===== src/csc_sync_cfg.svh =====
`ifndef CSC_SYNC_CFG_SVH
`define CSC_SYNC_CFG_SVH

// ------------------------------------------------------------
// Fiber layout of one chamber
// ------------------------------------------------------------
`define CSC_NUM_CFEB     7   // Front-end board fibers per chamber
`define CSC_ME1B_FIRST   0   // ME1/b boards sit on the low lanes
`define CSC_ME1B_COUNT   4
`define CSC_ME1A_FIRST   4   // ME1/a boards follow directly after
`define CSC_ME1A_COUNT   3

// ------------------------------------------------------------
// Timing
// ------------------------------------------------------------
// Clock cycles between clock lock and the monitor being armed
`define CSC_PWRUP_CYCLES 16
`define CSC_DELAY_DEPTH  16  // Taps in the flag delay line

// ------------------------------------------------------------
// Legal frame markers
// ------------------------------------------------------------
`define CSC_KCHAR_IDLE   8'hBC  // Sent as separator on most frames
`define CSC_KCHAR_MARK   8'hFC  // Replaces BC once every 256 frames

`endif


===== src/csc_link_pkg.sv =====
`include "csc_sync_cfg.svh"

// Types for what arrives from the front-end fibers
package csc_link_pkg;

  // One received K-character from a fiber
  typedef logic [7:0] kchar_t;

  // One bit per fiber, lane 0 in bit 0
  typedef logic [`CSC_NUM_CFEB-1:0] cfeb_mask_t;

  // Receive delay setting, wide enough to pick any delay-line tap
  typedef logic [$clog2(`CSC_DELAY_DEPTH)-1:0] rxd_delay_t;

  // Markers of all fibers side by side with lane 0 in the low byte
  typedef kchar_t [`CSC_NUM_CFEB-1:0] kchar_bus_t;

  // Per-fiber status bits as reported by the receivers
  typedef struct packed {
    cfeb_mask_t fiber_enable;  // Fiber is in use for this chamber
    cfeb_mask_t link_good;     // Receiver reports a good link
    cfeb_mask_t lt_trg_err;    // Local-trigger error seen on the fiber
    cfeb_mask_t sync_done;     // Board has finished its resync
  } link_status_t;

endpackage


===== src/csc_sync_pkg.sv =====
// Types for monitor control and reported sync status
package csc_sync_pkg;

  // ------------------------------------------------------------
  // Power-up and resync sequencing
  // ------------------------------------------------------------
  typedef enum logic [1:0] {
    st_wait_lock,  // Waiting for the clock to lock
    st_power_up,   // Lock seen and timer running
    st_ready,      // Monitor armed
    st_hold        // Global reset or resync in progress
  } ready_state_e;

  // ------------------------------------------------------------
  // Status of one board group
  // ------------------------------------------------------------
  typedef struct packed {
    logic synced;    // Group is in step this cycle
    logic lostsync;  // Group has dropped out of step since the last resync
  } group_status_t;

  // Status of the whole chamber, one field per group
  typedef struct packed {
    group_status_t me1b;  // Four ME1/b boards
    group_status_t me1a;  // Three ME1/a boards
  } sync_status_t;

endpackage


===== src/sync_ready_fsm.sv =====
module sync_ready_fsm (
  input  logic clock,
  input  logic arst_n,
  input  logic clk_lock,
  input  logic global_reset,
  input  logic ttc_resync,
  input  logic timer_done,
  output logic timer_start,
  output logic ready
);
  import csc_sync_pkg::*;

  ready_state_e state;
  ready_state_e state_nxt;
  logic         rearm;  // Any cause that must take the monitor out of ready

  assign rearm = global_reset | ttc_resync | ~clk_lock;

  // ------------------------------------------------------------
  // Next-state logic
  // ------------------------------------------------------------
  always_comb begin
    state_nxt = state;
    case (state)
      st_wait_lock: begin
        if (clk_lock) state_nxt = st_power_up;  // Lock seen so start the wait
      end
      st_power_up: begin
        // A pulse during the start cycle belongs to an older count
        if (!clk_lock) begin
          state_nxt = st_wait_lock;
        end else if (timer_done && !timer_start) begin
          state_nxt = rearm ? st_hold : st_ready;
        end
      end
      st_ready: begin
        if (rearm) state_nxt = st_hold;  // Ready drops on the next edge
      end
      st_hold: begin
        // Lost lock means the whole power-up wait is repeated
        if (!clk_lock) begin
          state_nxt = st_wait_lock;
        end else if (!(global_reset || ttc_resync)) begin
          state_nxt = st_ready;
        end
      end
      default: state_nxt = st_wait_lock;
    endcase
  end

  // ------------------------------------------------------------
  // State and registered outputs
  // ------------------------------------------------------------
  always_ff @(posedge clock or negedge arst_n) begin
    if (!arst_n) begin
      state       <= st_wait_lock;
      timer_start <= 1'b0;
      ready       <= 1'b0;
    end else begin
      state       <= state_nxt;
      timer_start <= (state == st_wait_lock) && (state_nxt == st_power_up);  // One pulse per lock
      ready       <= (state_nxt == st_ready);  // Registered together with the state
    end
  end

  // Any cause for a rearm takes ready away on the next edge
  a_ready_drops: assert property (@(posedge clock) disable iff (!arst_n)
    rearm |=> !ready);

  // The first lock seen while waiting kicks off the timer
  a_start_on_lock: assert property (@(posedge clock) disable iff (!arst_n)
    (state == st_wait_lock) && clk_lock |=> timer_start);

endmodule


===== src/powerup_timer.sv =====
`include "csc_sync_cfg.svh"

module powerup_timer (
  input  logic clock,
  input  logic arst_n,
  input  logic start,
  output logic done
);

  localparam int CNT_W = $clog2(`CSC_PWRUP_CYCLES + 1);

  logic [CNT_W-1:0] count;  // Cycles left before done, zero when idle

  // ------------------------------------------------------------
  // Down-counter
  // ------------------------------------------------------------
  // The load cycle itself counts as one of the wait cycles
  always_ff @(posedge clock or negedge arst_n) begin
    if (!arst_n) begin
      count <= '0;
      done  <= 1'b0;
    end else if (start) begin
      count <= CNT_W'(`CSC_PWRUP_CYCLES - 1);  // A new start always reloads
      done  <= 1'b0;
    end else if (count != '0) begin
      count <= count - 1'b1;
      done  <= (count == CNT_W'(1));  // Fires on the step to zero
    end else begin
      done  <= 1'b0;  // Idle until the next start
    end
  end

  // Done is a single-cycle pulse
  a_done_pulse: assert property (@(posedge clock) disable iff (!arst_n)
    done |=> !done);

endmodule


===== src/sync_delay_line.sv =====
`include "csc_sync_cfg.svh"

module sync_delay_line #(
  parameter int WIDTH = 2
) (
  input  logic                      clock,
  input  logic                      arst_n,
  input  logic [WIDTH-1:0]          flags_in,
  input  csc_link_pkg::rxd_delay_t  tap,
  output logic [WIDTH-1:0]          flags_out
);

  // ------------------------------------------------------------
  // Shift register
  // ------------------------------------------------------------
  // Stage 0 holds the flags from one cycle ago, stage n from n+1 cycles ago
  logic [`CSC_DELAY_DEPTH-1:0][WIDTH-1:0] stage;

  always_ff @(posedge clock or negedge arst_n) begin
    if (!arst_n) begin
      stage <= '0;  // No stale flags after reset
    end else begin
      stage <= {stage[`CSC_DELAY_DEPTH-2:0], flags_in};  // New flags enter at the bottom
    end
  end

  // ------------------------------------------------------------
  // Tap select
  // ------------------------------------------------------------
  // The tap may change at run time and takes effect at once
  assign flags_out = stage[tap];  // Total delay is tap+1 cycles

endmodule


===== src/cfeb_group_check.sv =====
`include "csc_sync_cfg.svh"

module cfeb_group_check #(
  parameter int FIRST = 0,
  parameter int COUNT = 4
) (
  input  logic                         clock,
  input  logic                         arst_n,
  input  logic                         ready,
  input  csc_link_pkg::kchar_bus_t     kchars,
  input  csc_link_pkg::link_status_t   link_stat,
  input  csc_link_pkg::rxd_delay_t     rxd_delay,
  output csc_sync_pkg::group_status_t  group_status
);
  import csc_link_pkg::*;

  localparam int KW = $bits(kchar_t);

  kchar_t [COUNT-1:0] lane_kchar;  // Markers of this group only
  logic   [COUNT-1:0] lane_en;
  logic   [COUNT-1:0] lane_good;
  logic   [COUNT-1:0] lane_err;
  logic   [COUNT-1:0] lane_done;
  logic   [COUNT-1:0] good_r1;     // Link-good history one and two cycles back
  logic   [COUNT-1:0] good_r2;
  logic   [COUNT-1:0] skip;        // Lane left out of the comparison this cycle
  logic   [COUNT-1:0] in_table;    // Lane is skipped or carries a legal marker
  kchar_t             or_kchar;
  kchar_t             and_kchar;
  logic               done_dly;    // Group resync done, delayed
  logic               err_dly;     // Group trigger error, delayed
  logic               group_sync;

  assign lane_kchar = kchars[FIRST +: COUNT];
  assign lane_en    = link_stat.fiber_enable[FIRST +: COUNT];
  assign lane_good  = link_stat.link_good[FIRST +: COUNT];
  assign lane_err   = link_stat.lt_trg_err[FIRST +: COUNT];
  assign lane_done  = link_stat.sync_done[FIRST +: COUNT];

  // ------------------------------------------------------------
  // Delayed group flags
  // ------------------------------------------------------------
  // All boards must be done but one board's error is enough
  sync_delay_line #(.WIDTH(2)) u_flag_dly (
    .clock     (clock),
    .arst_n    (arst_n),
    .flags_in  ({&lane_done, |lane_err}),
    .tap       (rxd_delay),
    .flags_out ({done_dly, err_dly})
  );

  // A link that just came back is distrusted for two more cycles
  always_ff @(posedge clock or negedge arst_n) begin
    if (!arst_n) begin
      good_r1 <= '0;
      good_r2 <= '0;
    end else begin
      good_r1 <= lane_good;
      good_r2 <= good_r1;
    end
  end

  // ------------------------------------------------------------
  // Marker comparison
  // ------------------------------------------------------------
  // OR and AND over the unskipped markers agree only if all of them are equal
  always_comb begin
    or_kchar  = '0;
    and_kchar = '1;
    for (int i = 0; i < COUNT; i++) begin
      skip[i]     = ~lane_good[i] | ~good_r2[i] | ~lane_en[i] | ~ready;
      in_table[i] = skip[i] | (lane_kchar[i] == `CSC_KCHAR_IDLE)
                            | (lane_kchar[i] == `CSC_KCHAR_MARK);
      or_kchar    = or_kchar  | (lane_kchar[i] & {KW{~skip[i]}});   // Skipped lanes add nothing
      and_kchar   = and_kchar & (lane_kchar[i] | {KW{ skip[i]}});   // Skipped lanes read as all ones
    end
    // With every lane skipped the two reductions differ so that case is named on its own
    group_sync = ((or_kchar == and_kchar) && (&in_table) && !err_dly) || (&skip);
  end

  // ------------------------------------------------------------
  // Status registers
  // ------------------------------------------------------------
  always_ff @(posedge clock or negedge arst_n) begin
    if (!arst_n) begin
      group_status.synced   <= 1'b1;
      group_status.lostsync <= 1'b0;
    end else if (!ready || !done_dly) begin
      group_status.synced   <= 1'b1;  // Nothing is judged until the boards are resynced
      group_status.lostsync <= 1'b0;
    end else begin
      group_status.synced   <= group_sync;
      group_status.lostsync <= group_status.lostsync | ~group_sync;  // Sticky until rearmed
    end
  end

  // A group that is out of step has always latched the loss
  a_loss_latched: assert property (@(posedge clock) disable iff (!arst_n)
    !group_status.synced |-> group_status.lostsync);

endmodule


===== src/csc_sync_mon.sv =====
`include "csc_sync_cfg.svh"

module csc_sync_mon (
  input  logic                        clock,
  input  logic                        arst_n,
  input  logic                        clk_lock,
  input  logic                        global_reset,
  input  logic                        ttc_resync,
  input  csc_link_pkg::kchar_bus_t    kchars,
  input  csc_link_pkg::link_status_t  link_stat,
  input  csc_link_pkg::rxd_delay_t    rxd_delay,       // Flag delay for ME1/b
  input  csc_link_pkg::rxd_delay_t    rxd_delay_me1a,  // Flag delay for ME1/a
  output logic                        monitor_ready,
  output csc_sync_pkg::sync_status_t  status
);

  logic timer_start;  // Pulse from the FSM when clock lock is first seen
  logic timer_done;   // Pulse when the power-up wait is over
  logic ready;        // Monitor armed, low during power-up and resync

  // ------------------------------------------------------------
  // Power-up and resync sequencing
  // ------------------------------------------------------------
  sync_ready_fsm u_fsm (
    .clock        (clock),
    .arst_n       (arst_n),
    .clk_lock     (clk_lock),
    .global_reset (global_reset),
    .ttc_resync   (ttc_resync),
    .timer_done   (timer_done),
    .timer_start  (timer_start),
    .ready        (ready)
  );

  powerup_timer u_timer (
    .clock  (clock),
    .arst_n (arst_n),
    .start  (timer_start),
    .done   (timer_done)
  );

  assign monitor_ready = ready;

  // ------------------------------------------------------------
  // Group checkers
  // ------------------------------------------------------------
  // Both see every lane and pick out their own by parameter
  cfeb_group_check #(
    .FIRST (`CSC_ME1B_FIRST),
    .COUNT (`CSC_ME1B_COUNT)
  ) u_me1b (
    .clock        (clock),
    .arst_n       (arst_n),
    .ready        (ready),
    .kchars       (kchars),
    .link_stat    (link_stat),
    .rxd_delay    (rxd_delay),
    .group_status (status.me1b)
  );

  // ME1/a uses its own delay setting for its error path
  cfeb_group_check #(
    .FIRST (`CSC_ME1A_FIRST),
    .COUNT (`CSC_ME1A_COUNT)
  ) u_me1a (
    .clock        (clock),
    .arst_n       (arst_n),
    .ready        (ready),
    .kchars       (kchars),
    .link_stat    (link_stat),
    .rxd_delay    (rxd_delay_me1a),
    .group_status (status.me1a)
  );

endmodule


===== config.mk =====
export PLATFORM = sky130hd
export DESIGN_NAME = csc_sync_mon
export DESIGN_NICKNAME = d
export VERILOG_FILES = /design/src/csc_link_pkg.sv /design/src/csc_sync_pkg.sv /design/src/sync_ready_fsm.sv /design/src/powerup_timer.sv /design/src/sync_delay_line.sv /design/src/cfeb_group_check.sv /design/src/csc_sync_mon.sv
export VERILOG_INCLUDE_DIRS = /design/src
export SDC_FILE = /design/constraint.sdc
export NUM_CORES = 1
export LEC_CHECK = 0
export BUFFER_PORTS_ARGS = -buffer_cell sky130_fd_sc_hd__buf_2
export CORE_ASPECT_RATIO = 0.6
export CORE_MARGIN = 2
export CORE_UTILIZATION = 52
export DETAILED_ROUTE_END_ITERATION = 8
export PLACE_DENSITY = 0.87
export REMOVE_ABC_BUFFERS = 1
export SETUP_SLACK_MARGIN = 0.05
export SLEW_MARGIN = 10
export SYNTH_ARGS = -nofsm -noshare
export SYNTH_HDL_FRONTEND = slang
export SYNTH_SLANG_ARGS = --single-unit

===== constraint.sdc =====
create_clock -name clock -period 2.4 [get_ports clock]
set_clock_uncertainty 0.2 [all_clocks]
set_input_delay 0.48 -clock clock [delete_from_list [all_inputs] [get_ports clock]]
set_output_delay 0.48 -clock clock [all_outputs]
set_load 0.03 [all_outputs]

# Word-level counts from Yosys, hierarchy flattened
# Cells that the tools add are included.
word_totals:
  ff_bits: 92
  latchBits: 0
  ramBits: 0
  mem_bits_ro: 0
  output_inout_bits: 5
  n_memories: 0
classes:
  add_sub_neg: 1
  n_mul: 0
  n_div: 0
  magnitude_cmp: 2
  eq_ne: 22
  shift: 0
  n_mux: 18
  bitwise_logic: 95
  n_reduce_logical: 28
op_table:
  columns: ["op", "n"]
  rows:
  - ["equality test 8 bit, second input constant", 14]
  - ["AND 8 bit", 12]
  - ["OR 8 bit", 12]
  - ["OR 1 bit", 39]
  - ["inverter 1 bit", 32]
  - ["two-way mux 2 bit", 10]
  - ["binary-select mux 2 bit (select 4 bit)", 2]
  - ["equality test 8 bit", 2]
  - ["AND reduction 4 bit", 3]
  - ["< comparator 4 x 5 -> 1 bit, second input constant", 2]
  - ["two-way mux 5 bit", 2]
  - ["AND reduction 3 bit", 3]
  - ["one-hot mux 2 bit (4 select lines)", 1]
  - ["equality test 2 bit, second input constant", 3]
  - ["logical AND 1 bit", 6]
  - ["zero test 1 bit", 6]
  - ["equality test 5 x 1 -> 1 bit, second input constant", 1]
  - ["logical OR 1 bit", 5]
  - ["nonzero test 5 bit", 1]
  - ["subtractor 5 x 1 -> 5 bit, second input constant", 1]
  - ["equality test 2 x 1 -> 1 bit, second input constant", 2]
  - ["OR reduction 4 bit", 1]
  - ["two-way mux 1 bit", 3]
  - ["OR reduction 3 bit", 1]
  - ["other kinds (2)", 2]

# Logic depth before layout (Yosys ltp)
# Gate-level depths: netlist (run 1).
logic_depth:
  ltp_word: 16
  ltp_mapped: 7
  depth_no_buf: 6

# Modules after synthesis
# A second synthesis (run 1) with hierarchy kept.
unflattened:
  hier_cells: 273
  area_unflattened_um2: 3836.2
by_module_without_submodules:
  columns: ["module", "n_inst", "cells_each", "area_each_um2"]
  rows:
  - ["sync_delay_line", 2, 53, 1069.8]
  - ["cfeb_group_check (u_me1b)", 1, 76, 715.7]
  - ["cfeb_group_check (u_me1a)", 1, 51, 516.7]
  - ["powerup_timer", 1, 26, 301.5]
  - ["sync_ready_fsm", 1, 14, 162.7]

# Worst setup path after synthesis (run 1)
# Ideal clock, no wire load.
synth_timing:
  path_kind: "input port to flip-flop"
  from: "in rxd_delay_me1a[0]"
  to: "reg u_me1a.group_status[0] (netlist bit)"
  t_arrival_ns: 2.007
  path_slack_ns: 0.063
  path_stages: 5
  path_buffers: 1
  path_cell_list: "buf_2 mux4_2 mux4_2 o41ai_2 a21oi_1"
synth_between:
  elab_chain_cells: 8
  word_cells_on_any_way: 10
synth_lines:
  columns: ["item", "line", "text"]
  rows:
  - ["from (decl)", "csc_sync_mon.sv:12", "input csc_link_pkg::rxd_delay_t rxd_delay_me1a,"]
  - ["binary-select mux 2 bit (select 4 bit) *", "sync_delay_line.sv:31", "assign flags_out = stage[tap];"]
  - ["two-way mux 2 bit (not written as such) *", "sync_delay_line.sv:31", null]
  - ["zero test 1 bit", "cfeb_group_check.sv:78", "group_sync = ((or_kchar == and_kchar) && (&in_table) && !err_dly) || (&skip);"]
  - ["logical AND 1 bit", "cfeb_group_check.sv:78", null]
  - ["logical OR 1 bit", "cfeb_group_check.sv:78", null]
  - ["inverter 1 bit", "cfeb_group_check.sv:93", "group_status.lostsync <= group_status.lostsync | ~group_sync;"]
  - ["OR 1 bit", "cfeb_group_check.sv:93", null]
  - ["two-way mux 2 bit *", "cfeb_group_check.sv:88", "end else if (!ready || !done_dly) begin"]
  - ["to (decl)", "cfeb_group_check.sv:13", "output csc_sync_pkg::group_status_t group_status"]
# Mark *: on every way between the ends. The rest lies on a longest branch, timed or not. The select of a mux whose other input is x is not followed.
# A chain may end at the register's enable or synchronous reset.

# Worst setup path after layout (run 1)
layout_timing:
  from: "reg u_fsm.ready"
  to: "reg u_me1a.group_status[0] (netlist bit)"
layout_between:
  elab_chain_cells: 13
  word_cells_on_any_way: 34
layout_lines:
  columns: ["item", "line", "text"]
  rows:
  - ["from (decl)", "sync_ready_fsm.sv:9", "output logic ready"]
  - ["from (signal assigned)", "sync_ready_fsm.sv:62", "ready <= (state_nxt == st_ready);"]
  - ["inverter 1 bit", "cfeb_group_check.sv:71", "skip[i] = ~lane_good[i] | ~good_r2[i] | ~lane_en[i] | ~ready;"]
  - ["OR 1 bit", "cfeb_group_check.sv:71", null]
  - ["inverter 1 bit", "cfeb_group_check.sv:74", "or_kchar = or_kchar | (lane_kchar[i] & {KW{~skip[i]}});"]
  - ["AND 8 bit", "cfeb_group_check.sv:74", null]
  - ["OR 8 bit (2 in series)", "cfeb_group_check.sv:74", null]
  - ["equality test 8 bit", "cfeb_group_check.sv:78", null]
  - ["logical AND 1 bit (2 in series)", "cfeb_group_check.sv:78", null]
  - ["logical OR 1 bit", "cfeb_group_check.sv:78", null]
  - ["inverter 1 bit", "cfeb_group_check.sv:93", null]
  - ["OR 1 bit", "cfeb_group_check.sv:93", null]
  - ["two-way mux 2 bit *", "cfeb_group_check.sv:88", null]
# Mark *: on every way between the ends. The rest lies on a longest branch, timed or not.

==> results.py, run 1 <==
metrics = {
    "power": {
        "pwr_density_cell_nw_per_um2": 733.3,
        "vdd_ir_drop_max_mv": 0.5279,
        "leakagePower_nw": 2.081,
    },
    "worst_setup_path": {
        "critPathLaunchType": "flip-flop",
        "cpPeakStageDelay_ns": 0.53,
        "cp.arrival_ns": 2.27,
        "r2r_slack_ns": 0.14,
        "crit_slowest_cell": "a2111oi_1",
        "cp-startpoint": "u_fsm.ready$_DFF_PN0_",
        "crit_path_end": "u_me1a.group_status[0]$_DFF_PN0_",
        "cp-end-kind": "flip-flop",
        "crit_fanout": 5,
        "rr_worst_depth": 6,
        "path_class": "reg2reg",
        "worstPathRequired_ns": 2.41,
        "path_cells": "and4_1 -> a2111oi_1 -> buf_4 -> o32ai_1 -> o41ai_2 -> a21oi_1",
        "reg2reg_from": "u_fsm.ready$_DFF_PN0_",
        "reg2reg_to": "u_me1a.group_status[0]$_DFF_PN0_",
    },
    "drt": {
        "vias": 2656,
        "dr.first_iter.drc_count": 200,
        "ant_nets": 0,
        "drc": 0,
        "firstDrtPassIters": 4,
        "viasPerCell": 5.786,
        "routed_wl_mm": 8.243,
        "wl_per_cell_um": 17.96,
    },
    "sta": {
        "worstMarginPinSlew_ns": 0.5495,
        "fmax_mhz": 442.9,
        "maxSlewViolCount": 0,
        "hold_violations": 0,
        "finalCriticalPeriod_ns": 2.258,
        "setup_viol": 0,
        "slew_headroom_pct": 63.27,
        "rsz0062_at_grt": "false",
        "post-route-period-util_pct": 94.08,
        "fin_ws_ns": 0.1421,
    },
    "die": {
        "rows": 23,
        "io_pins": 102,
        "start_util_pct": 54.45,
        "die_height_um": 69.18,
        "fp.dieW_um": 112.6,
        "core_sq_um": 6763,
        "die-area_sq_um": 7792,
    },
    "synth": {
        "ys_types": 52,
        "ys_warn_count": 0,
        "syn_inst": 246,
        "ys.flop_type": "dfrtp_1",
        "syn_avg_cell_area_sq_um": 14.97,
        "synthArstFlopShare_pct": 100.0,
        "synth_enable_flop_cells": 0,
        "synth_seq_cells": 92,
        "netlist_area_sq_um": 3682,
        "yosysSeqAreaShare_pct": 62.59,
    },
    "cells_and_area": {
        "regArea_sq_um": 2305,
        "nNetsFinal": 467,
        "utilization_pct": 69.14,
        "synthToLayoutAreaGrowth_pct": 26.98,
        "layout-drive-gt1-share_pct": 41.13,
        "fill_cells": 451,
        "diodes": 0,
        "instances_no_fill": 459,
        "multi_input_area_sq_um": 1292,
        "post-route-cell-area_sq_um": 4676,
    },
    "global_route": {
        "grtUsageMet3_pct": 8.217,
        "grt_pass1_vias": 2678,
        "grtUsageTotal_pct": 22.35,
        "antenna_found_initial": 0,
        "gr-usage-met1_pct": 33.13,
        "met2_usage_pct": 32.34,
        "gr-total-overflow": 0,
        "grt_pass1_wl_mm": 13.43,
        "top_usage_layer": "met1",
        "grt_max_degree": 50,
    },
    "run": {
        "cap_violations": 0,
    },
    "placed_design": {
        "dp_cells": 440,
        "pre_cts_ws_ns": -0.08247,
        "hpwl_mm": 6.206,
        "place_area_sq_um": 4349,
        "place_congestion": 0.8627,
        "io_buffer_count": 101,
    },
    "clock_tree": {
        "h-tree-depth": 3,
        "cts_num_sinks": 92,
        "cts.clk_slew.worst_paths_ns": 0.06,
        "cts_buffers": 9,
        "cts_root_buffer": "clkbuf_16",
        "cts_tree": "yes",
        "clk-insertion-delay-late_ns": 0.33,
        "cts_buffer_depth": 2,
    },
    "hold_path": {
        "hp-class": "in2reg",
        "holdPathStages": 1,
    },
    "outcome": {
        "outcome": "completed",
    },
}
-- metrics by stage --
| stage | setup TNS, ns | power (W) | hold slack [ns] |
|---|---|---|---|
| after global placement | -0.05559 | 0.002027 | 0.1328 |
| final | 0 | 0.003429 | 0.07727 |
| after detailed placement | -0.1285 | 0.002050 | 0.1356 |
| after CTS | 0 | 0.003455 | 0.06576 |
| after floorplan | 0 | 0.001853 | -0.01559 |
| after global routing | 0 | 0.003580 | 0.06557 |
-- layout make-up --
class	count	share of cell area (%)
clock inverters	6	1.525
inverters	9	0.7225
clock buffers	10	4.897
repair buffers	116	13.59
multi-input cells	139	27.64
flip-flops and latches	92	49.29
well taps	87	2.328
-- state kept, by name, indices dropped and copies added, names as in the netlist --
signal,count
u_me1b.group_status,2
u_fsm.ready,1
u_fsm.timer_start,1
u_me1b.good_r2,4
u_me1a.group_status,2
u_me1a.good_r1,3
u_me1b.good_r1,4
u_me1b.u_flag_dly.stage,32
u_me1a.u_flag_dly.stage,32
u_timer.done,1
u_timer.count,5
u_me1a.good_r2,3
u_fsm.state,2
-- where the power goes --
group	leakage, nW	internal [W]	total, W	switching [W]
clock	0.145	0.000820	0.00140	0.000581
sequential	1.07	0.00163	0.00170	0.0000621
combinational	0.868	0.000165	0.000331	0.000167
total	2.08	0.00262	0.00343	0.000810
-- routing by layer --
metal  wire (um)  vias up  share of wire, %
li1            -     1210                 -
met2        3750      122                45
met1        3764     1321                46
met3         712        3               8.6
met5           0        -                 0
met4          16        0              0.19
-- worst min path at each step --
| stage | from | to | slack (ns) |
|---|---|---|---|
| floorplan | arst_n | u_fsm.ready$_DFF_PN0_ | -0.02 |
| global route | link_stat[18] | u_me1a.good_r1[0]$_DFF_PN0_ | 0.07 |
| CTS | link_stat[18] | u_me1a.good_r1[0]$_DFF_PN0_ | 0.07 |
| global placement | u_me1a.good_r1[1]$_DFF_PN0_ | u_me1a.good_r2[1]$_DFF_PN0_ | 0.13 |
| detailed placement | u_me1b.good_r1[2]$_DFF_PN0_ | u_me1b.good_r2[2]$_DFF_PN0_ | 0.14 |
| finish | link_stat[18] | u_me1a.good_r1[0]$_DFF_PN0_ | 0.08 |
-- logic make-up after synthesis --
logic type                 synth area share [%]
xor gates and xnor gates                  1.665
and+or+nand+nor                           9.480
buffers and inverters                     2.344
DFF                                       62.59
AOI/OAI and AO/OA                         9.922
muxes                                     12.98
adders and majority gates                 1.019
-- repair_timing --
action / 4_1_cts / 5_1_grt
hold endpoints to repair: 20 / 0
endpoints found under the setup margin: 0 / 4
gates resized for setup: 0 / 1
hold buffers: 1 / 0
buffers inserted: 0 / 2
-- cells in the final DEF, fill, tap and decap left out, types with 7 or more instances in the layout --
cell type | netlist | routed
nand2_1 | 7 | 7
buf_2 | 1 | 100
mux4_2 | 15 | 15
and4_1 | 10 | 10
inv_1 | 9 | 9
dfrtp_1 | 90 | 90
nand4_1 | 9 | 9
nor2_1 | 10 | 10
clkbuf_16 | 0 | 9
a21oi_1 | 10 | 10
buf_4 | 1 | 14
-- critical path, delay by kind of cell (launching register included) --
family                 cells  cell delay (ns)
and+or+nand+nor            1             0.26
DFF                        1             0.43
AOI/OAI and AO/OA          4             1.05
buffers and inverters      1             0.20
-- synthesized netlist by cell type, types with 2 or more instances --
cell	n	area, sq um
dfrtp_1	90	2252
mux4_2	15	337.8
a21oi_1	10	50.05
and4_1	10	87.58
nor2_1	10	37.54
inv_1	9	33.78
nand4_1	9	56.30
nand2_1	7	26.28
a31oi_1	6	37.54
o22ai_1	6	37.54
a22oi_1	5	37.54
mux2i_1	5	50.05
xnor2_1	5	43.79
a22o_1	3	26.28
ha_1	3	37.54
mux4_1	3	78.83
nand3_1	3	15.01
nor3_1	3	15.01
and3_1	2	12.51
buf_6	2	22.52
dfstp_2	2	52.55
nand4b_1	2	17.52
nor4_1	2	12.51
o211ai_1	2	15.01
o31ai_1	2	15.01
or2_1	2	12.51
or3_1	2	12.51
xor2_1	2	17.52
No activity file was read; power rests on OpenSTA's default activity.
==> inputs of run 2 (changes only) <==
--- a/config.mk
+++ b/config.mk
@@ -7,7 +7,7 @@
 export NUM_CORES = 1
 export LEC_CHECK = 0
 export BUFFER_PORTS_ARGS = -buffer_cell sky130_fd_sc_hd__buf_2
-export CORE_ASPECT_RATIO = 0.6
+export CAP_MARGIN = 20
 export CORE_MARGIN = 2
 export CORE_UTILIZATION = 52
 export DETAILED_ROUTE_END_ITERATION = 8
==> results.py, run 2 (synthesis results as in run 1) <==
metrics = {
    "global_route": {
        "gr-total-overflow": 0,
        "grtUsageTotal_pct": 19.84,
        "grt_max_degree": 44,
        "antenna_found_initial": 0,
        "grt_pass1_wl_mm": 11.59,
        "grt_pass1_vias": 2508,
    },
    "cells_and_area": {
        "post-route-cell-area_sq_um": 4569,
        "layout_common_cells": "buf_2 (100), dfrtp_1 (89), mux4_2 (15), clkbuf_8 (11)",
        "diodes": 0,
        "layout-drive-gt1-share_pct": 40.16,
        "largestRegisters": "u_me1a.u_flag_dly.stage x32, u_me1b.u_flag_dly.stage x32, u_timer.count x5",
        "nNetsFinal": 461,
        "layout_commonest_cell": "buf_2",
        "synthToLayoutAreaGrowth_pct": 24.09,
    },
    "die": {
        "start_util_pct": 53.90,
        "io_pins": 102,
        "die-area_sq_um": 7770,
        "fp.dieW_um": 88.15,
        "rows": 30,
        "core_sq_um": 6832,
        "die_height_um": 88.15,
    },
    "sta": {
        "rsz0062_at_grt": "false",
        "fin_ws_ns": 0.2396,
        "fmax_mhz": 462.9,
        "final.setup.tns_ns": 0,
        "maxSlewViolCount": 0,
        "post-route-period-util_pct": 90.01,
        "setup_viol": 0,
        "worstMarginPinSlew_ns": 0.5295,
        "finalCriticalPeriod_ns": 2.160,
        "hold_violations": 0,
        "slew_headroom_pct": 64.70,
    },
    "clock_tree": {
        "cts_root_buffer": "clkbuf_8",
        "cts_tree": "yes",
        "clk-insertion-delay-late_ns": 0.34,
        "cts_buffers": 9,
        "cts_buffer_depth": 2,
        "cts_num_sinks": 92,
        "cts.clk_slew.worst_paths_ns": 0.08,
        "h-tree-depth": 3,
    },
    "placed_design": {
        "pre_cts_ws_ns": -0.02620,
        "place_area_sq_um": 4330,
        "hpwl_mm": 5.569,
        "place_congestion": 0.9066,
        "io_buffer_count": 101,
    },
    "drt": {
        "ant_nets": 0,
        "routed_wl_mm": 7.371,
        "wl_per_cell_um": 15.95,
        "vias": 2574,
        "viasPerCell": 5.571,
        "dr.first_iter.drc_count": 175,
        "firstDrtPassIters": 4,
        "drc": 0,
    },
    "worst_setup_path": {
        "cp_top_family": "simple AND/OR/NAND/NOR gates",
        "critPathLaunchType": "flip-flop",
        "worstPathRequired_ns": 2.47,
        "cp.arrival_ns": 2.23,
        "crit_slowest_cell": "dfrtp_2",
        "crit_fanout": 14,
        "critical_path_buf_inv_count": 0,
        "path_class": "reg2reg",
        "path_cells": "nand4_1 -> a31oi_1 -> a2111oi_4 -> o2111ai_1 -> nor4_2 -> or3b_1",
        "cp-end-kind": "flip-flop",
        "cpPeakStageDelay_ns": 0.50,
    },
    "power": {
        "leakagePower_nw": 2.019,
        "pwr_density_cell_nw_per_um2": 688.5,
        "vdd_ir_drop_max_mv": 0.3666,
    },
    "hold_path": {
        "hp-class": "in2reg",
    },
    "outcome": {
        "outcome": "completed",
    },
    "run": {
        "cap_violations": 0,
    },
}
==> run 2: worst paths after layout <==
kind	from	endpoint	slack (ns)	cells past startpoint
min reg2reg	u_me1b.good_r1[0]$_DFF_PN0_	u_me1b.good_r2[0]$_DFF_PN0_	0.15	0
min	link_stat[18]	u_me1a.good_r1[0]$_DFF_PN0_	0.07	1
max reg2reg	u_fsm.ready$_DFF_PN0_	u_me1b.group_status[1]$_DFF_PN1_	0.24	6
max in group asynchronous	arst_n	u_me1a.group_status[1]$_DFF_PN1_	0.89	3
min in group asynchronous	arst_n	u_me1b.u_flag_dly.stage[22]$_DFF_PN0_	0.45	2
max	u_fsm.ready$_DFF_PN0_	u_me1b.group_status[1]$_DFF_PN1_	0.24	6
==> run 2: cell type report <==
| type | instances | area, sq um |
|---|---|---|
| fill | 510 | 2262 |
| inverter | 9 | 33.78 |
| multi-input combinational | 139 | 1291 |
| clock inverter | 3 | 68.82 |
| sequential | 92 | 2306 |
| timing repair buffer | 110 | 590.6 |
| tap | 96 | 120.1 |
| clock buffer | 13 | 158.9 |
==> run 2: metrics by stage <==
step	util (%)	hold slack (ns)	power, W	instances
2_1_floorplan	-	-0.01559	0.001853	240
3_3_place_gp	63.39	0.1335	0.002022	445
3_5_place_dp	63.39	0.1378	0.002047	445
4_1_cts	66.89	0.05455	0.003177	462
5_1_grt	66.89	0.04223	0.003303	462
6_report	66.89	0.06536	0.003146	462
==> run 2: layer usage <==
| layer | part of all wire [%] | up-vias | global-route usage, % |
|---|---|---|---|
| met2 | 47 | 108 | 32.44 |
| met3 | 8.2 | 8 | 5.467 |
| li1 | - | 1190 | - |
| met1 | 43 | 1268 | 26.91 |
| met4 | 1.1 | 0 | 4.959 |
| met5 | 0 | - | 0 |
==> run 2: repair_timing <==
action	4_1_cts	5_1_grt
resized for setup	1	0
pin swaps	0	1
hold buffers	1	0
hold endpoints to repair	41	0
endpoints found under the setup margin	1	2
buffers inserted	0	0
==> run 2: power by group <==
group | leakage [nW] | internal (W) | switching (W) | total, W
logic | 0.838 | 0.000162 | 0.000158 | 0.000320
registers | 1.07 | 0.00163 | 0.0000641 | 0.00170
clock network | 0.114 | 0.000647 | 0.000483 | 0.00113
total | 2.02 | 0.00244 | 0.000705 | 0.00315
